$ cat config.mk
export PLATFORM = sky130hd
export DESIGN_NAME = operand_router
export DESIGN_NICKNAME = d
export VERILOG_FILES = /design/src/common/mem_stage_pkg.sv /design/src/verilog/operand_router.sv
export SDC_FILE = /design/constraint.sdc
export NUM_CORES = 1
export LEC_CHECK = 0
export BUFFER_PORTS_ARGS = -buffer_cell sky130_fd_sc_hd__buf_2
export CAP_MARGIN = 20
export CELL_PAD_IN_SITES_DETAIL_PLACEMENT = 1
export CELL_PAD_IN_SITES_GLOBAL_PLACEMENT = 2
export CORE_AREA = 4 4 266 268
export CTS_CLUSTER_DIAMETER = 30
export CTS_CLUSTER_SIZE = 25
export DETAILED_ROUTE_END_ITERATION = 12
export DIE_AREA = 0 0 270 272
export HOLD_SLACK_MARGIN = 0.05
export PLACE_DENSITY = 0.79
export SYNTH_ARGS = -nofsm -noshare
export SYNTH_HDL_FRONTEND = slang
export SYNTH_SLANG_ARGS = --single-unit
$ cat constraint.sdc
create_clock -name clk -period 5.1 [get_ports clk]
set_input_delay 1.02 -clock clk [delete_from_list [all_inputs] [get_ports clk]]
set_output_delay 1.02 -clock clk [all_outputs]
set_load 0.01 [all_outputs]
$ cat src/common/mem_stage_pkg.sv
`default_nettype none

package mem_stage_pkg;

    localparam int DATA_W    = 64;
    localparam int ADDR_W    = 32;
    localparam int REG_IDX_W = 2;

    // Access size, byte count is 1 << size
    typedef enum logic [1:0] {
        SZ_BYTE  = 2'd0,
        SZ_WORD  = 2'd1,
        SZ_DWORD = 2'd2,
        SZ_QWORD = 2'd3
    } opsize_e;

    typedef enum logic [2:0] {
        SRC_NONE = 3'd0,
        SRC_REG  = 3'd1,
        SRC_SEG  = 3'd2,
        SRC_MEM1 = 3'd3,
        SRC_EIP  = 3'd4,
        SRC_IMM  = 3'd5
    } op_src_e;

    typedef enum logic [1:0] {
        DEST_NONE = 2'd0,
        DEST_REG  = 2'd1,
        DEST_SEG  = 2'd2,
        DEST_MEM  = 2'd3
    } dest_kind_e;

    function automatic logic [3:0] size_bytes(opsize_e sz);
        return 4'd1 << sz;
    endfunction

endpackage

`default_nettype wire

$ cat src/verilog/operand_router.sv
`timescale 1ns/1ps
`default_nettype none

module operand_router #(
    parameter int NUM_OPS = 2
) (
    input  logic                                  clk,
    input  logic                                  rst_n,
    input  logic                                  lat_load,
    input  logic [(1 << mem_stage_pkg::REG_IDX_W)-1:0][mem_stage_pkg::DATA_W-1:0] regs,
    input  logic [15:0]                           seg1,
    input  logic [15:0]                           seg2,
    input  logic [15:0]                           seg3,
    input  logic [15:0]                           seg4,
    input  logic [mem_stage_pkg::ADDR_W-1:0]      mem_addr2,
    input  logic [mem_stage_pkg::ADDR_W-1:0]      eip_in,
    input  logic [mem_stage_pkg::DATA_W-1:0]      imm,
    input  mem_stage_pkg::op_src_e [NUM_OPS-1:0]  op_sel,
    input  logic [NUM_OPS-1:0][mem_stage_pkg::REG_IDX_W-1:0] op_idx,
    input  mem_stage_pkg::dest_kind_e             dest_sel,
    input  logic [mem_stage_pkg::REG_IDX_W-1:0]   dest_idx,
    input  logic [mem_stage_pkg::DATA_W-1:0]      mem_data,
    output logic [NUM_OPS-1:0][mem_stage_pkg::DATA_W-1:0] op_val,
    output logic [mem_stage_pkg::ADDR_W-1:0]      dest_addr,
    output mem_stage_pkg::dest_kind_e             dest_kind
);
    import mem_stage_pkg::*;

    logic [(1 << REG_IDX_W)-1:0][DATA_W-1:0] regs_q;
    logic [3:0][15:0]                        segs_q;
    logic [ADDR_W-1:0]                       mem_addr2_q;
    logic [ADDR_W-1:0]                       eip_q;
    logic [DATA_W-1:0]                       imm_q;
    op_src_e [NUM_OPS-1:0]                   op_sel_q;
    logic [NUM_OPS-1:0][REG_IDX_W-1:0]       op_idx_q;
    dest_kind_e                              dest_sel_q;
    logic [REG_IDX_W-1:0]                    dest_idx_q;

    // Selects come up as none so nothing is routed before the first load
    always_ff @(posedge clk or negedge rst_n) begin
        if (!rst_n) begin
            for (int i = 0; i < NUM_OPS; i++) begin
                op_sel_q[i] <= SRC_NONE;
            end
            dest_sel_q <= DEST_NONE;
        end else if (lat_load) begin
            op_sel_q   <= op_sel;
            dest_sel_q <= dest_sel;
        end
    end

    always_ff @(posedge clk) begin
        if (lat_load) begin
            regs_q      <= regs;
            segs_q      <= {seg4, seg3, seg2, seg1};
            mem_addr2_q <= mem_addr2;
            eip_q       <= eip_in;
            imm_q       <= imm;
            op_idx_q    <= op_idx;
            dest_idx_q  <= dest_idx;
        end
    end

    always_comb begin
        for (int i = 0; i < NUM_OPS; i++) begin
            case (op_sel_q[i])
                SRC_REG:  op_val[i] = regs_q[op_idx_q[i]];
                SRC_SEG:  op_val[i] = DATA_W'(segs_q[op_idx_q[i]]);
                SRC_MEM1: op_val[i] = mem_data;
                SRC_EIP:  op_val[i] = DATA_W'(eip_q);
                SRC_IMM:  op_val[i] = imm_q;
                default:  op_val[i] = '0;
            endcase
        end
    end

    assign dest_addr = (dest_sel_q == DEST_MEM) ? mem_addr2_q : ADDR_W'(dest_idx_q);
    assign dest_kind = dest_sel_q;

endmodule

`default_nettype wire

# Yosys cells after proc, flatten, opt, wreduce, memory -nomap -nowiden
# Cells that the tools add are included.
# word_totals
ff_bits,462
input_bits,529
output_inout_bits,162
# op_classes
magnitude_cmp,2
eq_ne,11
n_mux,11
# op_table
cell,n
case mux 64 bit (5 select lines),2
binary-select mux 64 bit (select 2 bit),2
two-way mux 64 bit,2
binary-select mux 16 bit (select 2 bit),2
two-way mux 16 bit,2
two-way mux 32 bit,1
equality test 3 x 2 -> 1 bit (second input constant),4
equality test 3 bit (second input constant),4
equality test 3 x 1 -> 1 bit (second input constant),2
< comparator 2 x 3 -> 1 bit (second input constant),2
equality test 2 bit (second input constant),1

# Depth between registers and ports, before layout
# logic_depth
word_depth,3
ltp_mapped,7
mapped_depth_nobuf,3

# Least setup slack after synthesis
# Ideal clock, no wire load.
# synth_path
path_kind,input port to output port
from,input port mem_data[31] (netlist bit)
to,output port op_val[31] (netlist bit)
arrival_ps,1574
required_time_ps,4080
path_slack_ps,2506
path_stages,2
path_buffers,0
path_cell_list,a22o_1 -> a221o_1
# synth_rtl
element,line_no,text
"start, declared",operand_router.sv:22,"input logic [mem_stage_pkg::DATA_W-1:0] mem_data,"
"end, declared",operand_router.sv:23,"output logic [NUM_OPS-1:0][mem_stage_pkg::DATA_W-1:0] op_val,"

==> results.yml <==
outcome:
  outcome: "completed"
place:
  place.gp.congestion: 0.947
  post-dp-hpwl_um: 68400
  dpl_worst_slack_ns: 1.56
  numPortBuffers: 690
clock_network:
  cts_max_level: 3
  clk_latency_ns: 0.67
  post_cts_resized: 0
  cts_setup_buffers: 0
  cts_tree: "built"
  clkSinkCount: 462
  cts.clk_slew.worst_paths_ns: 0.04
  postCtsHoldBufs: 0
  cts_buffers: 119
  cts-root-buf: "clkbuf_16"
  clk_path_buf_depth: 3
logic_synthesis:
  yosys.area.top_type_share_pct: 61.3
  ys_ff_latch: 462
  synthTopCellsByCount: "edfxtp_1 (454), mux2i_1 (176), nand2_1 (81)"
  synthFlopType: "edfxtp_1"
  ys_seq_area_share_pct: 62.2
  netlist_instances: 1554
  synth_area_leaders: "edfxtp_1 (61%), mux2i_1 (7.9%), mux4_2 (6.5%), mux2_2 (2.9%), and3_1 (2.2%)"
  synth_area_leader_cell: "edfxtp_1"
  synth_edf_count: 454
  synthesis.nets: 2083
  syn-cell-area_mm2: 0.0223
  synthArstFlopShare_pct: 1.73
  synth.most_common_cell: "edfxtp_1"
  syn_avg_cell_area_um2: 14.3
  yosysWarnings: 0
  ys_types: 38
final_layout:
  multi_input_area_mm2: 0.00760
  seqCellArea_mm2: 0.0138
  area_growth_pct: 37.8
  nFillCells: 7119
  nets: 2787
  drive_gt1_share_pct: 44.3
critical_path:
  cp.required_ns: 4.08
  r2r_slack_ns: 3.37
  crit_path_cell_trace: "and3b_2 -> a22oi_1 -> nand4_1 -> buf_2"
  r2r_end: "op_sel_q[4]"
  r2r_start: "op_sel_q[4]"
  crit_arrival_ns: 3.14
  r2r_cells: 2
  cp_max_fo: 46
  cp-start-kind: "register"
  cpMaxStageDelayCell: "and3b_2"
  endpoint_kind: "primary output"
  critical_path_class: "reg2out"
  crit_path_start: "op_sel_q[3]"
  max_stage_delay_ns: 0.92
floorplanning:
  core.rowCount: 96
  io_pins: 691
  die_height_um: 272
  start_util_pct: 32.6
  dieArea_mm2: 0.0734
  core_mm2: 0.0683
  fp.dieW_um: 270
grt:
  grt_pass1_vias: 19500
  track_usage_pct: 25.5
  grt_pass1_wl_um: 137000
  antenna_found_initial: 61
  grt_overflow_total: 0
  grt_start_max_net_pins: 129
pwr:
  leakage_nw: 13.0
  powerDensity_mw_per_mm2: 456
  ir_worst_vdd_mv: 0.372
sta:
  rsz0062_at_grt: "false"
  fin_crit_sh_pct: 81.5
  setup_violations: 0
  relSlewSlack_pct: 22.8
  hold_viol_final: 0
  slew_viol_final: 0
  skew_ns: 0
  finalWorstSetupSlack_ns: 0.942
  tightest_slew_ns: 1.16
  fmax_mhz: 241
  period_needed_ns: 4.16
  setup-tns-final_ns: 0
route:
  drc: 0
  drt-total-wl_um: 97500
  routed_via_density: 5.49
  antenna_left: 0
  drt-pass1-iter-count: 5
  num_vias: 18000
  first_iter_violations: 1552
  wire_per_inst_um: 29.7
flow_run:
  maxCapViolations: 0
hold_path:
  hp-class: "in2async"
-- how the worst max path moves through the flow --
stage | to | slack, ns
finish | op_val[71] | 0.94
global route | op_val[67] | 0.86
CTS | op_val[103] | 0.83
detailed placement | op_val[103] | 1.56
global placement | op_val[98] | 1.65
floorplan | op_val[31] | 2.51
-- layer usage --
layer	part of all wire, %	vias to the layer above	routed length (µm)	global-route usage [%]
met1	37	9117	36300	29.4
met4	5.3	26	5150	12.0
met3	8.6	260	8390	8.17
met2	49	959	47500	43.3
li1	-	7673	-	-
met5	0.16	-	159	0
-- cell families (layout without fill, tap and decap cells) --
kind of cell / after synthesis / after routing / share of synthesized area [%]
AOI/OAI and AO/OA: 302 / 302 / 9.83
buffers and inverters: 200 / 1003 / 3.85
DFF: 462 / 462 / 62.2
muxes: 298 / 298 / 17.3
other: 0 / 47 / 0
and+or+nand+nor: 292 / 292 / 6.84
-- layout make-up --
cell class	count	share of cell area [%]
flip-flops and latches	462	45.2
multi-input cells	892	24.8
repair buffers	719	12.3
clock buffers	143	10.1
well taps	882	3.60
clock inverters	77	2.89
inverters	64	0.783
diodes	47	0.383
-- critical path: cells and delay by family (launching register included) --
family                 cells  cell delay [ns]
and+or+nand+nor            2             1.10
DFF                        1             0.89
AOI/OAI and AO/OA          1             0.20
buffers and inverters      1             0.19
-- flip-flops by register name (all words and copies together), names as in the netlist, 4 cells and up --
name,count
segs_q,64
op_idx_q,4
op_sel_q,6
mem_addr2_q,32
eip_q,32
regs_q,256
imm_q,64
-- where the power goes --
part	switching, mW	internal, mW	total, mW
registers	0.222	4.54	4.76
clock network	2.32	5.09	7.42
logic	1.04	0.770	1.81
total	3.59	10.4	14.0
-- stage by stage --
stage	hold WS [ns]	area, µm²	power [mW]	util, %	instances
after floorplan	0.627	22300	5.66	-	1554
after global routing	0.231	30600	14.5	44.8	3268
final	0.255	30700	14.0	44.9	3286
after CTS	0.222	30500	14.1	44.7	3238
after detailed placement	0.951	26500	6.62	38.8	3018
after global placement	0.954	26500	6.57	38.8	3018
-- placed cells by master, fill, tap and decap left out, drive strengths merged --
master    synthesis  layout
o221ai           48      48
and3             78      78
clkbuf           73     143
nor2b             3       3
edfxtp          454     454
diode             0      47
nand2            81      81
and2             32      32
nor3b             4       4
bufinv            0      16
nand4bb           1       1
buf              63     719
nor2             48      48
and3b             1       1
nand3            16      16
a32oi            16      16
o21ai            80      80
or4b              1       1
nand2b            3       3
o22a             16      16
clkinvlp          0       7
mux2i           176     176
a21oi            48      48
nand4            18      18
nor4b             1       1
dfrtp             8       8
or2               2       2
a221o            32      32
o311a            16      16
nand3b            2       2
a22o             16      16
clkinv            0      50
inv              64      68
mux2             58      58
and4bb            1       1
a22oi            30      30
mux4             64      64
No activity file was read; power rests on OpenSTA's default activity.
