### src/common/mem_stage_pkg.sv
`default_nettype none

package mem_stage_pkg;

    localparam int DATA_W    = 64;
    localparam int ADDR_W    = 32;
    localparam int REG_IDX_W = 2;

    // Access size, byte count is 1 << size
    typedef enum logic [1:0] {
        SZ_BYTE  = 2'd0,
        SZ_WORD  = 2'd1,
        SZ_DWORD = 2'd2,
        SZ_QWORD = 2'd3
    } opsize_e;

    typedef enum logic [2:0] {
        SRC_NONE = 3'd0,
        SRC_REG  = 3'd1,
        SRC_SEG  = 3'd2,
        SRC_MEM1 = 3'd3,
        SRC_EIP  = 3'd4,
        SRC_IMM  = 3'd5
    } op_src_e;

    typedef enum logic [1:0] {
        DEST_NONE = 2'd0,
        DEST_REG  = 2'd1,
        DEST_SEG  = 2'd2,
        DEST_MEM  = 2'd3
    } dest_kind_e;

    function automatic logic [3:0] size_bytes(opsize_e sz);
        return 4'd1 << sz;
    endfunction

endpackage

`default_nettype wire

### src/common/mem_fault_pkg.sv
`default_nettype none

package mem_fault_pkg;

    localparam int SEG_LIM_W = 20;

    // Low two bits are produced by this stage
    // bits 3:2 travel with the instruction
    typedef enum logic [3:0] {
        IE_NONE = 4'b0000,
        IE_PROT = 4'b0001,
        IE_PAGE = 4'b0010
    } ie_type_e;

    // Bits this stage owns
    localparam logic [3:0] IE_LOCAL_MASK = IE_PROT | IE_PAGE;

endpackage

`default_nettype wire

### src/verilog/seg_limit_check.sv
`timescale 1ns/1ps
`default_nettype none

module seg_limit_check (
    input  logic [mem_stage_pkg::ADDR_W-1:0]    mem_addr1_end,
    input  logic [mem_stage_pkg::ADDR_W-1:0]    mem_addr2_end,
    input  logic [mem_fault_pkg::SEG_LIM_W-1:0] seg1_lim,
    input  logic [mem_fault_pkg::SEG_LIM_W-1:0] seg2_lim,
    input  logic [1:0]                          mem1_rw,
    input  logic [1:0]                          mem2_rw,
    output logic                                seg_fault1,
    output logic                                seg_fault2
);
    import mem_stage_pkg::*;
    import mem_fault_pkg::*;

    // Only an operand that is accessed can fault
    function automatic logic over_limit(
        input logic [1:0]           rw,
        input logic [ADDR_W-1:0]    addr_end,
        input logic [SEG_LIM_W-1:0] lim
    );
        logic [ADDR_W-1:0] lim_ext;
        lim_ext = ADDR_W'(lim);
        return (rw != 2'b00) && (addr_end > lim_ext);
    endfunction

    assign seg_fault1 = over_limit(mem1_rw, mem_addr1_end, seg1_lim);
    assign seg_fault2 = over_limit(mem2_rw, mem_addr2_end, seg2_lim);

endmodule

`default_nettype wire

### config.mk
export PLATFORM = sky130hd
export DESIGN_NAME = seg_limit_check
export DESIGN_NICKNAME = d
export VERILOG_FILES = /design/src/common/mem_stage_pkg.sv /design/src/common/mem_fault_pkg.sv /design/src/verilog/seg_limit_check.sv
export SDC_FILE = /design/constraint.sdc
export NUM_CORES = 1
export LEC_CHECK = 0
export BUFFER_PORTS_ARGS = -buffer_cell sky130_fd_sc_hd__buf_2
export CELL_PAD_IN_SITES_DETAIL_PLACEMENT = 0
export CELL_PAD_IN_SITES_GLOBAL_PLACEMENT = 1
export CORE_UTILIZATION = 25
export DETAILED_ROUTE_END_ITERATION = 16
export GPL_ROUTABILITY_DRIVEN = 0
export GPL_TIMING_DRIVEN = 0
export MAX_ROUTING_LAYER = met4
export PLACE_DENSITY_LB_ADDON = 0.1
export SLEW_MARGIN = 20
export SYNTH_ARGS = -nofsm -noshare
export SYNTH_HDL_FRONTEND = slang
export SYNTH_SLANG_ARGS = --single-unit
### constraint.sdc
create_clock -name vclk -period 3.1
set_clock_uncertainty 0.1 [all_clocks]
set_input_delay 0.465 -clock vclk [all_inputs]
set_output_delay 0.465 -clock vclk [all_outputs]
set_load 0.005 [all_outputs]
Word level (Yosys, flattened, before mapping)
Index checks and enable logic that the tools add are counted.
{ "op_classes": {"n_lt_le_gt_ge": 2, "reduce_logical": 4} }
{ "op_table": {"columns": ["operator", "n"], "rows": [
  ["$gt A32 B20 Y1", 2],
  ["$reduce_bool A2 Y1", 2],
  ["$logic_and A1 B1 Y1", 2]
]} }
{ "word_totals": {"ff_bits": 0, "inputBits": 108, "out_inout_bits": 2, "word_cells": 6} }

Logic depth before layout (Yosys ltp)
Gate-level depths: netlist of the first run.
{ "logic_depth": {"word_depth": 2, "depth_mapped": 7, "depth_no_buf": 7} }

Worst setup path before layout of the first run
Ideal clock, no wire load.
{ "synth_timing": {"path_kind": "input-to-output", "start": "input port seg2_lim[17] (netlist name)", "end": "output port seg_fault2", "t_arrival_ps": 1577, "required_ps": 2535, "slack_ps": 958, "path_stages": 7, "path_buffers": 0, "path_cell_list": "inv_1 > ha_1 > a21o_1 > a21o_1 > a211oi_1 > a221o_1 > a31oi_1"} }
{ "synth_via": {"elab_chain_len": 2} }
{ "synth_lines": {"columns": ["element", "line_no", "source"], "rows": [
  ["start, declared", "seg_limit_check.sv:8", "input logic [mem_fault_pkg::SEG_LIM_W-1:0] seg2_lim,"],
  ["$gt A32 B20 Y1", "seg_limit_check.sv:25", "return (rw != 2'b00) && (addr_end > lim_ext);"],
  ["$logic_and A1 B1 Y1", "seg_limit_check.sv:25", null],
  ["end, declared", "seg_limit_check.sv:12", "output logic seg_fault2"]
]} }
No other way between the ends.

Worst setup path in the final report of the first run
{ "layout_timing": {"start": "input port mem_addr2_end[17] (netlist name)", "end": "output port seg_fault2"} }
{ "layout_via": {"elab_chain_len": 2} }
{ "layout_lines": {"columns": ["element", "line_no", "source"], "rows": [
  ["start, declared", "seg_limit_check.sv:6", "input logic [mem_stage_pkg::ADDR_W-1:0] mem_addr2_end,"],
  ["$gt A32 B20 Y1", "seg_limit_check.sv:25", null],
  ["$logic_and A1 B1 Y1", "seg_limit_check.sv:25", null]
]} }
No other way between the ends.

==> results.yml, run 1 <==
timing:
  fin_crit_sh_pct: 81.74
  finalSetupTns_ps: 0
  fin_ws_ps: 566.1
  setup_viol_count_final: 0
  rsz0062_at_grt: "no"
  period_needed_ps: 2534
  final_hold_viol_count: 0
  slew-limit-headroom_pct: 72.14
  worst_pin_slew_ps: 407.3
  clock.fmax_mhz: 394.6
  maxSlewViolCount: 0
global_route:
  grt.overflow.total: 0
  grt_max_degree: 5
  antenna_found_initial: 0
  grt_pass1_wl_mm: 4.388
  grt_usage_pct: 12.00
  grt_pass1_vias: 1229
power_and_ir_drop:
  power_density_mw_per_mm2: 105.4
  peakVddDrop_mv: 0.03357
  p_total_mw: 0.1775
  p_leak_nw: 1.084
detailed_routing:
  vias: 1389
  drtPass1Iterations: 3
  vias_per_cell: 4.410
  ant_nets: 0
  drt_wl_total_mm: 2.728
  post-route-drc-count: 0
  drt-initial-drc-count: 27
  wl_per_cell_um: 8.660
flow_run:
  drv_cap: 0
floorplanning:
  rows: 23
  io_pins: 110
  die_h_um: 67.46
  fp.dieW_um: 67.46
  start_util_pct: 26.40
  fp.dieArea_mm2: 0.004550
  core_area_mm2: 0.004058
layout:
  clkbuf_count: 0
  final_common_cell: "buf_2"
  design.seq.count: 0
  area_growth_pct: 57.24
  final_cell_mix: "110 x buf_2, 41 x inv_1, 40 x ha_1"
  drive_gt1_share_pct: 41.89
  multi_input_area_um2: 917.1
  register_area_um2: 0
  diodes: 0
  nFillCells: 452
  finalNetCount: 415
critical_path:
  crit_path_max_fanout: 2
  path_class: "in -> out"
  required_ps: 2530
  start_kind: "input port"
  crit_arrival_ps: 1970
  cp-end-kind: "output pin"
logic_synthesis:
  synth_top_area_cell: "ha_1"
  ys_warn_count: 0
  synth_top_cell_area_share_pct: 46.73
  syn-num-nets: 303
  synthDistinctLibCells: 20
  seq_area_frac_synth_pct: 0
  synth_area_leaders: "ha_1 47%, inv_1 14%, a21oi_1 7.9%, nand4_1 4.7%, nor4_1 4.1%"
  syn_avg_cell_area_um2: 6.910
  synth_cells: 155
  netlist_area_mm2: 0.001071
clocking:
  post_cts_buffers: 0
  post_cts_resized: 0
  cts_hold_buffers: 0
worst_hold_path:
  hp-class: "in -> out"
placement:
  portBuffers: 110
  hpwl_mm: 2.666
  dpl_worst_slack_ps: 576.2
status:
  outcome: "completed"
## synth_stat cells, drive strengths merged (2+ instances only)
| cell type | instances |
|---|---|
| a21o | 5 |
| a21oi | 17 |
| a221o | 2 |
| a31oi | 2 |
| ha | 40 |
| inv | 41 |
| nand2 | 9 |
| nand3 | 6 |
| nand4 | 8 |
| nor2 | 6 |
| nor3 | 2 |
| nor4 | 8 |
| o21ai | 4 |
## logic make-up after synthesis
family	synth area share, %
buffers and inverters	14.37
AND/OR/NAND/NOR	19.51
adder cells (fa/ha/maj)	46.73
AO/OA/AOI/OAI	19.39
## critical path, stage by stage
cell and delay [ps]:
buf_2 100, ha_1 290, a21o_1 180, a21o_1 170, a211oi_1 350, a221o_1 220
a31oi_1 40, buf_2 150
## routing by layer
metal	share of wire [%]	global-route usage [%]
met5	0	-
met3	7.4	0.1689
met2	49	23.88
met1	44	13.99
met4	0	0
## path summary, 6_finish.rpt
check,from,endpoint,slack (ps),depth (start not counted)
min,mem2_rw[0],seg_fault2,1280,5
max,mem_addr2_end[17],seg_fault2,570,8
## stage by stage
step                      utilization (%)  cell area (µm²)  instances  hold slack, ps
after floorplan                         -             1071        155            1039
after global placement              41.50             1684        315            1292
after detailed placement            41.50             1684        315            1279
after CTS                           41.50             1684        315            1281
after global routing                41.50             1684        315            1353
final                               41.50             1684        315            1284
## power breakdown
part / leakage, nW / switching, mW / total [mW] / internal [mW]
logic: 1.08 / 0.0776 / 0.178 / 0.0999
clock network: 0 / 0 / 0 / 0
registers: 0 / 0 / 0 / 0
total: 1.08 / 0.0776 / 0.178 / 0.0999
## layout make-up
type	instances	area share, %
Multi-Input combinational cell	114	54.46
Inverter	41	9.138
Timing Repair Buffer	110	32.69
Tap cell	50	3.715
Note: power is estimated with default switching activity, not from simulation.
==> run 2: changes to the inputs <==
--- a/config.mk
+++ b/config.mk
@@ -8,7 +8,7 @@
 export BUFFER_PORTS_ARGS = -buffer_cell sky130_fd_sc_hd__buf_2
 export CELL_PAD_IN_SITES_DETAIL_PLACEMENT = 0
 export CELL_PAD_IN_SITES_GLOBAL_PLACEMENT = 1
-export CORE_UTILIZATION = 25
+export CORE_UTILIZATION = 23
 export DETAILED_ROUTE_END_ITERATION = 16
 export GPL_ROUTABILITY_DRIVEN = 0
 export GPL_TIMING_DRIVEN = 0
==> constraint.sdc (replaced) <==
create_clock -name vclk -period 2.6
set_clock_uncertainty 0.1 [all_clocks]
set_input_delay 0.39 -clock vclk [all_inputs]
set_output_delay 0.39 -clock vclk [all_outputs]
set_load 0.005 [all_outputs]
==> run 2 against run 1 <==
Net effect:
- cell count rose by 0.63%
- largest power group unchanged
- non-clock buffer count did not move
- critical path type unchanged
- final area rose by 0.15%
- routed wire length rose by 1.4%
- worst hold slack got worse by 160 ps
- count of clock-buffer cells in the layout did not move
- combinational power rose by 19%
- largest cell class unchanged
- via count fell by 0.65%
- sequential share of layout area did not move
- first-iteration DRC count fell by 78%
==> results.yml, run 2 (same netlist as run 1, synthesis figures left out) <==
timing:
  holdWs_ps: 1122
  rsz0062_at_grt: "no"
  finalSetupTns_ps: 0
  slew-limit-headroom_pct: 76.19
  final_hold_viol_count: 0
  worst_pin_slew_ps: 348.1
  maxSlewViolCount: 0
  setup_viol_count_final: 0
  period_needed_ps: 2318
  clock.fmax_mhz: 431.4
  fin_crit_sh_pct: 89.15
detailed_routing:
  drtPass1Iterations: 2
  drt_wl_total_mm: 2.767
  post-route-drc-count: 0
  ant_nets: 0
  vias: 1380
  drt-initial-drc-count: 6
  vias_per_cell: 4.353
  wl_per_cell_um: 8.729
layout:
  area_growth_pct: 57.48
  post-route-cell-area_mm2: 0.001687
  nFillCells: 469
  diodes: 0
  final_cell_mix: "110 x buf_2, 41 x inv_1, 40 x ha_1"
  clkbuf_count: 0
  finalNetCount: 415
  drive_gt1_share_pct: 41.89
  design.seq.count: 0
  multi_input_area_um2: 917.1
  fin_util_pct: 38.21
  final_common_cell: "buf_2"
  register_area_um2: 0
critical_path:
  required_ps: 2110
  path_class: "in -> out"
  cp-end-kind: "output pin"
  crit_arrival_ps: 1830
  crit_path_max_fanout: 2
  start_kind: "input port"
floorplanning:
  core_area_mm2: 0.004414
  fp.dieW_um: 70.24
  start_util_pct: 24.26
  io_pins: 110
  die_h_um: 70.24
  fp.dieArea_mm2: 0.004934
  rows: 24
status:
  outcome: "completed"
clocking:
  post_cts_resized: 0
  post_cts_buffers: 0
  cts_hold_buffers: 0
placement:
  portBuffers: 110
  placed_cell_area_mm2: 0.001687
  hpwl_mm: 2.683
power_and_ir_drop:
  peakVddDrop_mv: 0.05143
  power_density_mw_per_mm2: 125.2
  p_leak_nw: 1.084
  p_total_mw: 0.2112
global_route:
  antenna_found_initial: 0
  grt_pass1_vias: 1209
  grt_max_degree: 5
  grt.overflow.total: 0
  grt_usage_pct: 10.62
  grt_pass1_wl_mm: 4.491
flow_run:
  drv_cap: 0
worst_hold_path:
  hp-class: "in -> out"
[run 2: cell counts in the layout (fill, tap and decap cells not counted)]
Identical to the previous run, type by type.
[run 2: final cells by class]
class | count | area share, %
multi-input combinational | 114 | 54.38
timing repair buffer | 110 | 32.64
inverter | 41 | 9.125
tap | 52 | 3.858
[run 2: path summary, 6_finish.rpt]
kind / start / to / slack, ps / cells past startpoint
max: mem_addr2_end[17] / seg_fault2 / 280 / 8
min: mem2_rw[0] / seg_fault2 / 1120 / 5
[run 2: through the flow]
stage | setup slack [ps] | std cells
CTS | 245.8 | 317
global placement | 240.6 | 317
floorplan | 608.1 | 155
global route | 183.1 | 317
detailed placement | 246.7 | 317
finish | 282.0 | 317
[run 2: layer usage]
layer / wire length (µm) / vias to the layer above / track usage, %
met1: 1205 / 555 / 11.81
met4: 0 / 0 / 0
li1: - / 773 / -
met5: 0 / - / -
met3: 169 / 0 / 0.7215
met2: 1391 / 52 / 21.48
[run 2: power by group]
group / total (mW) / internal (mW) / switching, mW
sequential: 0 / 0 / 0
clock: 0 / 0 / 0
combinational: 0.211 / 0.119 / 0.0922
total: 0.211 / 0.119 / 0.0922
[run 2: critical path: stages]
cell	delay, ps
buf_2	100
ha_1	300
a21o_1	180
a21o_1	170
a211oi_1	310
a221o_1	200
a31oi_1	30
buf_2	150
