--- src/common/mem_stage_pkg.sv ---
`default_nettype none

package mem_stage_pkg;

    localparam int DATA_W    = 64;
    localparam int ADDR_W    = 32;
    localparam int REG_IDX_W = 2;

    // Access size, byte count is 1 << size
    typedef enum logic [1:0] {
        SZ_BYTE  = 2'd0,
        SZ_WORD  = 2'd1,
        SZ_DWORD = 2'd2,
        SZ_QWORD = 2'd3
    } opsize_e;

    typedef enum logic [2:0] {
        SRC_NONE = 3'd0,
        SRC_REG  = 3'd1,
        SRC_SEG  = 3'd2,
        SRC_MEM1 = 3'd3,
        SRC_EIP  = 3'd4,
        SRC_IMM  = 3'd5
    } op_src_e;

    typedef enum logic [1:0] {
        DEST_NONE = 2'd0,
        DEST_REG  = 2'd1,
        DEST_SEG  = 2'd2,
        DEST_MEM  = 2'd3
    } dest_kind_e;

    function automatic logic [3:0] size_bytes(opsize_e sz);
        return 4'd1 << sz;
    endfunction

endpackage

`default_nettype wire

--- src/common/mem_fault_pkg.sv ---
`default_nettype none

package mem_fault_pkg;

    localparam int SEG_LIM_W = 20;

    // Low two bits are produced by this stage
    // bits 3:2 travel with the instruction
    typedef enum logic [3:0] {
        IE_NONE = 4'b0000,
        IE_PROT = 4'b0001,
        IE_PAGE = 4'b0010
    } ie_type_e;

    // Bits this stage owns
    localparam logic [3:0] IE_LOCAL_MASK = IE_PROT | IE_PAGE;

endpackage

`default_nettype wire

--- src/common/dmem_port_if.sv ---
`timescale 1ns/1ps
`default_nettype none

interface dmem_port_if;
    import mem_stage_pkg::*;

    logic              rd_en;
    logic [ADDR_W-1:0] rd_addr;
    logic [DATA_W-1:0] rd_data;

    logic              wr_en;
    logic [ADDR_W-1:0] wr_addr;
    logic [DATA_W-1:0] wr_data;
    opsize_e           wr_size;

    modport ctrl (
        output rd_en, rd_addr, wr_en, wr_addr, wr_data, wr_size,
        input  rd_data
    );

    modport mem (
        input  rd_en, rd_addr, wr_en, wr_addr, wr_data, wr_size,
        output rd_data
    );

endinterface

`default_nettype wire

--- src/verilog/mem_ctrl.sv ---
`timescale 1ns/1ps
`default_nettype none

// mem*_rw: bit 0 is a read, bit 1 a write
module mem_ctrl #(
    parameter int MEM_WORDS = 256
) (
    input  logic                             clk,
    input  logic                             rst_n,
    input  logic                             valid_in,
    input  logic                             fwd_stall,
    input  mem_stage_pkg::opsize_e           opsize_in,
    input  logic [3:0]                       memsize_ovr,
    input  logic [mem_stage_pkg::ADDR_W-1:0] mem_addr1,
    input  logic [mem_stage_pkg::ADDR_W-1:0] mem_addr2,
    input  logic [1:0]                       mem1_rw,
    input  logic [1:0]                       mem2_rw,
    input  logic                             ie_in,
    input  logic [3:0]                       ie_type_in,
    input  logic                             seg_fault1,
    input  logic                             seg_fault2,
    input  logic                             wb_valid,
    input  logic [mem_stage_pkg::ADDR_W-1:0] wb_addr,
    input  logic [mem_stage_pkg::DATA_W-1:0] wb_data,
    input  mem_stage_pkg::opsize_e           wb_size,
    output logic                             stall,
    output logic                             valid_out,
    output mem_stage_pkg::opsize_e           opsize_out,
    output logic                             ie_out,
    output logic [3:0]                       ie_type_out,
    output logic                             lat_load,
    dmem_port_if.ctrl                        dmem
);
    import mem_stage_pkg::*;
    import mem_fault_pkg::*;

    localparam int IDX_W = $clog2(MEM_WORDS);

    typedef enum logic {
        RUN  = 1'b0,
        HOLD = 1'b1
    } ctrl_state_e;

    ctrl_state_e state;
    ctrl_state_e state_nxt;
    opsize_e     size_sel;
    opsize_e     opsize_q;
    logic        hazard;
    logic        accept;
    logic        fault;
    ie_type_e    fault_type;
    logic        valid_q;
    logic        ie_q;
    logic [3:0]  ie_type_q;

    // Lowest set override bit wins
    always_comb begin
        if (memsize_ovr[0]) begin
            size_sel = SZ_BYTE;
        end else if (memsize_ovr[1]) begin
            size_sel = SZ_WORD;
        end else if (memsize_ovr[2]) begin
            size_sel = SZ_DWORD;
        end else if (memsize_ovr[3]) begin
            size_sel = SZ_QWORD;
        end else begin
            size_sel = opsize_in;
        end
    end

    // Read of the word being written back this cycle
    assign hazard = (state == RUN) && valid_in && mem1_rw[0] && wb_valid &&
                    (wb_addr[IDX_W+2:3] == mem_addr1[IDX_W+2:3]);
    assign stall    = hazard || fwd_stall;
    assign accept   = valid_in && !stall;
    assign lat_load = accept;

    always_comb begin
        state_nxt = state;
        case (state)
            RUN: begin
                if (hazard) begin
                    state_nxt = HOLD;
                end
            end
            HOLD: begin
                if (!fwd_stall) begin
                    state_nxt = RUN;
                end
            end
            default: state_nxt = RUN;
        endcase
    end

    assign dmem.rd_en   = accept && mem1_rw[0];
    assign dmem.rd_addr = mem_addr1;
    assign dmem.wr_en   = wb_valid;
    assign dmem.wr_addr = wb_addr;
    assign dmem.wr_data = wb_data;
    assign dmem.wr_size = wb_size;

    assign fault      = seg_fault1 || seg_fault2;
    assign fault_type = fault ? IE_PROT : IE_NONE;

    always_ff @(posedge clk or negedge rst_n) begin
        if (!rst_n) begin
            state     <= RUN;
            valid_q   <= 1'b0;
            ie_q      <= 1'b0;
            ie_type_q <= '0;
        end else begin
            state <= state_nxt;
            // hold the result while downstream pushes back
            if (!fwd_stall) begin
                valid_q <= accept;
            end
            if (accept) begin
                ie_q      <= ie_in || fault;
                ie_type_q <= (ie_type_in & ~IE_LOCAL_MASK) | fault_type;
            end
        end
    end

    always_ff @(posedge clk) begin
        if (accept) begin
            opsize_q <= size_sel;
        end
    end

    assign valid_out   = valid_q && !fwd_stall;
    assign opsize_out  = opsize_q;
    assign ie_out      = ie_q && valid_out;
    assign ie_type_out = valid_out ? ie_type_q : '0;

    // Hazard hold lasts one cycle unless downstream also pushes back
    a_hold_once: assert property (@(posedge clk) disable iff (!rst_n)
        (stall && !fwd_stall) |=> !(stall && !fwd_stall));

    a_no_valid_in_reset: assert property (@(posedge clk)
        !rst_n |-> !valid_out);

    // A store on operand 2 retires as one writeback and must fit in a word
    a_store_in_word: assert property (@(posedge clk) disable iff (!rst_n)
        (accept && mem2_rw[1]) |->
        (({1'b0, mem_addr2[2:0]} + size_bytes(size_sel)) <= 4'd8));

endmodule

`default_nettype wire

--- src/flat_wrapper.sv ---
// flat-port wrapper written by rule: the top's interface ports become plain ports
module mem_ctrl_flat import mem_stage_pkg::*; import mem_fault_pkg::*;
#(
    parameter int MEM_WORDS = 256
)
  (clk, rst_n, valid_in, fwd_stall, opsize_in, memsize_ovr, mem_addr1, mem_addr2, mem1_rw, mem2_rw, ie_in, ie_type_in, seg_fault1, seg_fault2, wb_valid, wb_addr, wb_data, wb_size, stall, valid_out, opsize_out, ie_out, ie_type_out, lat_load, dmem_rd_en, dmem_rd_addr, dmem_wr_en, dmem_wr_addr, dmem_wr_data, dmem_wr_size, dmem_rd_data);
  dmem_port_if dmem_i ();
  input  logic clk;
  input  logic rst_n;
  input  logic valid_in;
  input  logic fwd_stall;
  input  mem_stage_pkg::opsize_e opsize_in;
  input  logic [3:0] memsize_ovr;
  input  logic [mem_stage_pkg::ADDR_W-1:0] mem_addr1;
  input  logic [mem_stage_pkg::ADDR_W-1:0] mem_addr2;
  input  logic [1:0] mem1_rw;
  input  logic [1:0] mem2_rw;
  input  logic ie_in;
  input  logic [3:0] ie_type_in;
  input  logic seg_fault1;
  input  logic seg_fault2;
  input  logic wb_valid;
  input  logic [mem_stage_pkg::ADDR_W-1:0] wb_addr;
  input  logic [mem_stage_pkg::DATA_W-1:0] wb_data;
  input  mem_stage_pkg::opsize_e wb_size;
  output logic stall;
  output logic valid_out;
  output mem_stage_pkg::opsize_e opsize_out;
  output logic ie_out;
  output logic [3:0] ie_type_out;
  output logic lat_load;
  output wire logic [$bits(dmem_i.rd_en)-1:0] dmem_rd_en;
  output wire logic [$bits(dmem_i.rd_addr)-1:0] dmem_rd_addr;
  output wire logic [$bits(dmem_i.wr_en)-1:0] dmem_wr_en;
  output wire logic [$bits(dmem_i.wr_addr)-1:0] dmem_wr_addr;
  output wire logic [$bits(dmem_i.wr_data)-1:0] dmem_wr_data;
  output wire logic [$bits(dmem_i.wr_size)-1:0] dmem_wr_size;
  input wire logic [$bits(dmem_i.rd_data)-1:0] dmem_rd_data;
  assign dmem_rd_en = dmem_i.rd_en;
  assign dmem_rd_addr = dmem_i.rd_addr;
  assign dmem_wr_en = dmem_i.wr_en;
  assign dmem_wr_addr = dmem_i.wr_addr;
  assign dmem_wr_data = dmem_i.wr_data;
  assign dmem_wr_size = dmem_i.wr_size;
  assign dmem_i.rd_data = dmem_rd_data;
  mem_ctrl #(.MEM_WORDS(MEM_WORDS)) u_core (.clk(clk), .rst_n(rst_n), .valid_in(valid_in), .fwd_stall(fwd_stall), .opsize_in(opsize_in), .memsize_ovr(memsize_ovr), .mem_addr1(mem_addr1), .mem_addr2(mem_addr2), .mem1_rw(mem1_rw), .mem2_rw(mem2_rw), .ie_in(ie_in), .ie_type_in(ie_type_in), .seg_fault1(seg_fault1), .seg_fault2(seg_fault2), .wb_valid(wb_valid), .wb_addr(wb_addr), .wb_data(wb_data), .wb_size(wb_size), .stall(stall), .valid_out(valid_out), .opsize_out(opsize_out), .ie_out(ie_out), .ie_type_out(ie_type_out), .lat_load(lat_load), .dmem(dmem_i));
endmodule
--- config.mk ---
export PLATFORM = sky130hd
export DESIGN_NAME = mem_ctrl_flat
export DESIGN_NICKNAME = d
export VERILOG_FILES = /design/src/common/mem_stage_pkg.sv /design/src/common/mem_fault_pkg.sv /design/src/common/dmem_port_if.sv /design/src/verilog/mem_ctrl.sv /design/src/flat_wrapper.sv
export SDC_FILE = /design/constraint.sdc
export NUM_CORES = 1
export LEC_CHECK = 0
export BUFFER_PORTS_ARGS = -buffer_cell sky130_fd_sc_hd__buf_2
export CORE_AREA = 2 2 152 154
export CTS_CLUSTER_DIAMETER = 100
export DETAILED_ROUTE_END_ITERATION = 8
export DIE_AREA = 0 0 154 156
export GPL_ROUTABILITY_DRIVEN = 0
export MAX_ROUTING_LAYER = met4
export PLACE_DENSITY_LB_ADDON = 0.15
export SLEW_MARGIN = 25
export SYNTH_ARGS = -nofsm -noshare
export SYNTH_HDL_FRONTEND = slang
export SYNTH_SLANG_ARGS = --single-unit
--- constraint.sdc ---
create_clock -name clk -period 1.6 [get_ports clk]
set_input_delay 0.08 -clock clk [delete_from_list [all_inputs] [get_ports clk]]
set_output_delay 0.08 -clock clk [all_outputs]
set_load 0.02 [all_outputs]
Word-level counts from Yosys, hierarchy flattened --
Index checks and enable logic that the tools add are counted.
Storage, ports and cells: register bits 9, output and inout bits 142
Cells by class: equal/unequal tests 1, multiplexer cells 8, bitwise operators 2, reduce and logical (&&, ||, !) cells 14
Operators with widths (number):
- equality test 8 bit | 1
- logical AND 1 bit | 8
- 2-to-1 mux 1 bit | 4
- 2-to-1 mux 2 bit | 2
- 2-to-1 mux 4 bit | 1
- bitwise OR 4 bit | 1
- logical OR 1 bit | 3
- logical NOT 1 bit | 2
- case mux 1 bit (2 select lines) | 1
- OR reduction 2 bit | 1
- NOT 1 bit | 1

Longest topological paths before layout --
depth after elaboration 9, depth in mapped cells 4

Least setup slack after synthesis --
OpenSTA, ideal clock, no wires.
path type register to register, start reg u_core.state, end reg u_core.ie_type_q[2], library setup time 0.125 ns, data arrival time 1.336 ns, data required time 1.475 ns, path slack 0.139 ns, stages on the path, launching flop included 5, period minus slack after synthesis 1.461 ns, cells stage by stage dfrtp_1 > nand4b_1 > nor4_4 > a31oi_4 > mux2_4
Between the ends: longest elaborated chain between the ends 8
RTL lines:
- from (decl) | line mem_ctrl.sv:44 | ctrl_state_e state;
- from (signal assigned) | line mem_ctrl.sv:112 | state <= state_nxt;
- NOT 1 bit | line mem_ctrl.sv:72 | assign hazard = (state == RUN) && valid_in && mem1_rw[0] && wb_valid &&
- logical AND 1 bit (4 in a row) | line mem_ctrl.sv:72
- logical OR 1 bit | line mem_ctrl.sv:74 | assign stall = hazard || fwd_stall;
- logical NOT 1 bit | line mem_ctrl.sv:75 | assign accept = valid_in && !stall;
- logical AND 1 bit | line mem_ctrl.sv:75
- via lat_load | line flat_wrapper.sv:31 | output logic lat_load;
- to (signal assigned) | line mem_ctrl.sv:119 | ie_type_q <= (ie_type_in & ~IE_LOCAL_MASK) | fault_type;
- to (decl) | line mem_ctrl.sv:54 | logic [3:0] ie_type_q;
The timed path passes the listed nets, and every way through them passes these cells. A chain may end at the register's enable or synchronous reset.

Worst setup path in the final report --
start reg u_core.state, end out dmem_rd_en
Between the ends: longest elaborated chain between the ends 9
RTL lines:
- NOT 1 bit | line mem_ctrl.sv:72
- logical AND 1 bit (4 in a row) | line mem_ctrl.sv:72
- logical OR 1 bit | line mem_ctrl.sv:74
- logical NOT 1 bit | line mem_ctrl.sv:75
- logical AND 1 bit | line mem_ctrl.sv:75
- logical AND 1 bit | line mem_ctrl.sv:95 | assign dmem.rd_en = accept && mem1_rw[0];
- to (decl) | line flat_wrapper.sv:32 | output wire logic [$bits(dmem_i.rd_en)-1:0] dmem_rd_en;
Every way passes these cells.

==> results.json <==
{
  "synth_cell_types": 22,
  "n_antenna_cell": 0,
  "routedWlPerCell_um": 8.71,
  "drtIter0Drc": 48,
  "ctsHtreeMaxLevel": 1,
  "insertion_delay_ns": 0.23,
  "route.detailed.drc": 1,
  "synth_nets": 427,
  "vdd_drop_max_mv": 0.236,
  "holdCritStartpoint": "ie_type_in[2]",
  "vias": 755,
  "syn_inst": 179,
  "intPower_uw": 683,
  "final_layout_size_suffix_gt1_frac": 0.664,
  "drtPass1Iterations": 6,
  "syn_area_um2": 1500,
  "cts_max_path_buffers": 2,
  "p_per_area_nw_per_um2": 671,
  "final_area_um2": 1390,
  "dp_hpwl_um": 3120,
  "final_nets": 371,
  "viasPerCell": 1.86,
  "grt_pass1_vias": 752,
  "num_rows": 55,
  "grt_max_degree": 7,
  "cp_slowest_cell": "dfrtp_1",
  "min_path_type": "input port to register",
  "status": "complete, but fails checks",
  "die_w_um": 154,
  "antenna_found_initial": 0,
  "place_area_um2": 1220,
  "critPathRequiredTime_ns": 1.52,
  "rsz0062_at_grt": "yes",
  "maxSlewViolCount": 0,
  "yosys_warnings": 0,
  "grt.overflow.total": 0,
  "critPathKind": "register to primary output",
  "slowest_delay_ns": 0.37,
  "synth_seq_area_share": 0.140,
  "ff2ff_path_depth": 6,
  "core_area_um2": 22400,
  "clockRootBuffer": "clkbuf_16",
  "power_uw": 930,
  "avgSynthCellArea_um2": 8.37,
  "end_kind": "primary output",
  "synth.top_cell.area_share": 0.662,
  "r2r-start": "u_core.state",
  "power.leakage_uw": 0.000565,
  "cts_sinks": 8,
  "hold_ws_ns": 0.0841,
  "syn_to_final_growth_pct": -7.44,
  "die_h_um": 156,
  "violations": "design-rule violations, negative setup slack",
  "cts_tree": "done",
  "yosys.area.top_type": "buf_4",
  "netlist_top_cells_area": "buf_4 66%, dfrtp_1 10%, xor2_1 4.7%",
  "arrival_ns": 1.69,
  "io_pins": 390,
  "p_sw_frac": 0.265,
  "cts_buffers": 3,
  "die_area_um2": 24000,
  "comb_power_share": 0.281,
  "period_needed_ns": 1.77,
  "grt_pass1_wl_um": 4600,
  "hold_depth": 2,
  "crit_path_max_fanout": 3,
  "io_buffers": 59,
  "crit_buf_inv": 2,
  "switching_power_uw": 247,
  "r2r_end": "u_core.ie_type_q[3]",
  "finalCritPeriodShare": 1.11,
  "synth-seq-cells": 8,
  "ant_nets": 0,
  "grt_usage": 0.0272,
  "finalHoldViolations": 0,
  "seqPwrFrac": 0.255,
  "clk_pin_slew_ns": 0.04,
  "rrSetupSlack_ns": -0.13,
  "worstPathCellList": "nand4b_1 -> nor4_4 -> buf_4 -> nand3_4 -> and4b_1 -> buf_6",
  "min_to": "u_core.ie_type_q[2]",
  "wirelength_um": 3540,
  "finalClockSkew_ns": 0.00197,
  "power_frac_clock": 0.464,
  "finalWorstSetupSlack_ns": -0.168,
  "setup_violations": 8,
  "startpoint": "u_core.state",
  "crit_family": "simple AND/OR/NAND/NOR gates",
  "maxCapViolCount": 0,
  "start_util": 0.0670,
  "pre_cts_slack_ns": -0.148,
  "timing.fmax_mhz": 565,
  "cp-start-kind": "register",
  "fillers": 2610
}
[worst reg2reg max path, stage by stage (launching register included)]
cell and delay [ns]:
dfrtp_1 0.37, nand4b_1 0.31, nor4_4 0.20, buf_4 0.18, a31oi_4 0.11, buf_6 0.16
mux2_4 0.29
[power by group through the flow]
stage / Combinational, µW / Clock, µW / Sequential (µW)
2_1_floorplan: 562 / 0 / 243
3_3_place_gp: 252 / 0 / 239
3_5_place_dp: 249 / 0 / 240
4_1_cts: 266 / 448 / 237
5_1_grt: 283 / 461 / 239
6_report: 261 / 432 / 237
[placed cells by master (no fill, tap or decap), types with 2 or more instances in the layout]
cell	n
buf_2	56
buf_4	8
buf_6	6
nor3_1	3
nand2_1	2
xor2_1	8
edfxtp_1	2
mux2_4	2
and2_1	4
nor2_1	6
dfrtp_1	6
clkbuf_16	3
[stage by stage]
step                      instances  setup TNS (ns)  utilization
after floorplan                 179               0            -
after global placement          399          -0.441       0.0545
after detailed placement        399          -0.889       0.0545
after CTS                       406           -1.83       0.0610
after global routing            407           -1.69       0.0620
final                           407          -0.925       0.0620
[state kept, by name (all words and copies together), names as in the netlist]
name,count
u_core.opsize_out,2
u_core.valid_q,1
u_core.ie_type_q,3
u_core.state,1
u_core.ie_q,1
[Yosys cell counts, drive strengths merged]
cell and number:
nor3 3, nand3 1, conb 1, nand2b 2, dfrtp 6, xor2 8
nor2b 1, nand4b 1, edfxtp 2, and2 4, mux2 2, mux2i 1
nand2 2, a21o 1, nor2 6, a31oi 1, a2bb2oi 1, buf 132
and4b 1, nor4 2, inv 1
[worst max-delay path by stage]
stage / end / cells after the start
after global routing: dmem_rd_en / 6
after floorplan: u_core.ie_type_q[2] / 4
after detailed placement: dmem_rd_en / 5
after CTS: dmem_rd_en / 6
final: dmem_rd_en / 6
after global placement: dmem_rd_en / 5
[repair_timing]
action / CTS / global route
hold buffers: 1 / 0
buffers inserted: 2 / 1
pin swaps: 2 / 2
resized for setup: 11 / 2
setup endpoints to repair: 11 / 10
hold endpoints to repair: 6 / 0
[final cells by class]
type / instances / area, µm² / share of cell area
timing repair buffer: 71 / 418 / 0.301
tap: 285 / 357 / 0.257
sequential: 8 / 210 / 0.152
clock buffer: 4 / 78.8 / 0.0569
inverter: 1 / 3.75 / 0.00271
multi-input combinational: 38 / 319 / 0.230
[per-layer routing]
layer  vias to the layer above  share of wire  track usage
met1                       327           0.29       0.0209
met2                        81           0.47       0.0438
met4                         0           0.11       0.0329
li1                        315              -            -
met3                        32           0.13       0.0128
met5                         -              0            -
[kinds of logic after synthesis]
kind of cell              after synthesis  share of synthesized area
buffers and inverters                 133                      0.664
muxes                                   3                     0.0267
and+or+nand+nor                        23                     0.0936
DFF                                     8                      0.140
other                                   1                    0.00250
xor gates and xnor gates                8                     0.0468
AOI/OAI and AO/OA                       3                     0.0259
No activity file was read; power rests on OpenSTA's default activity.
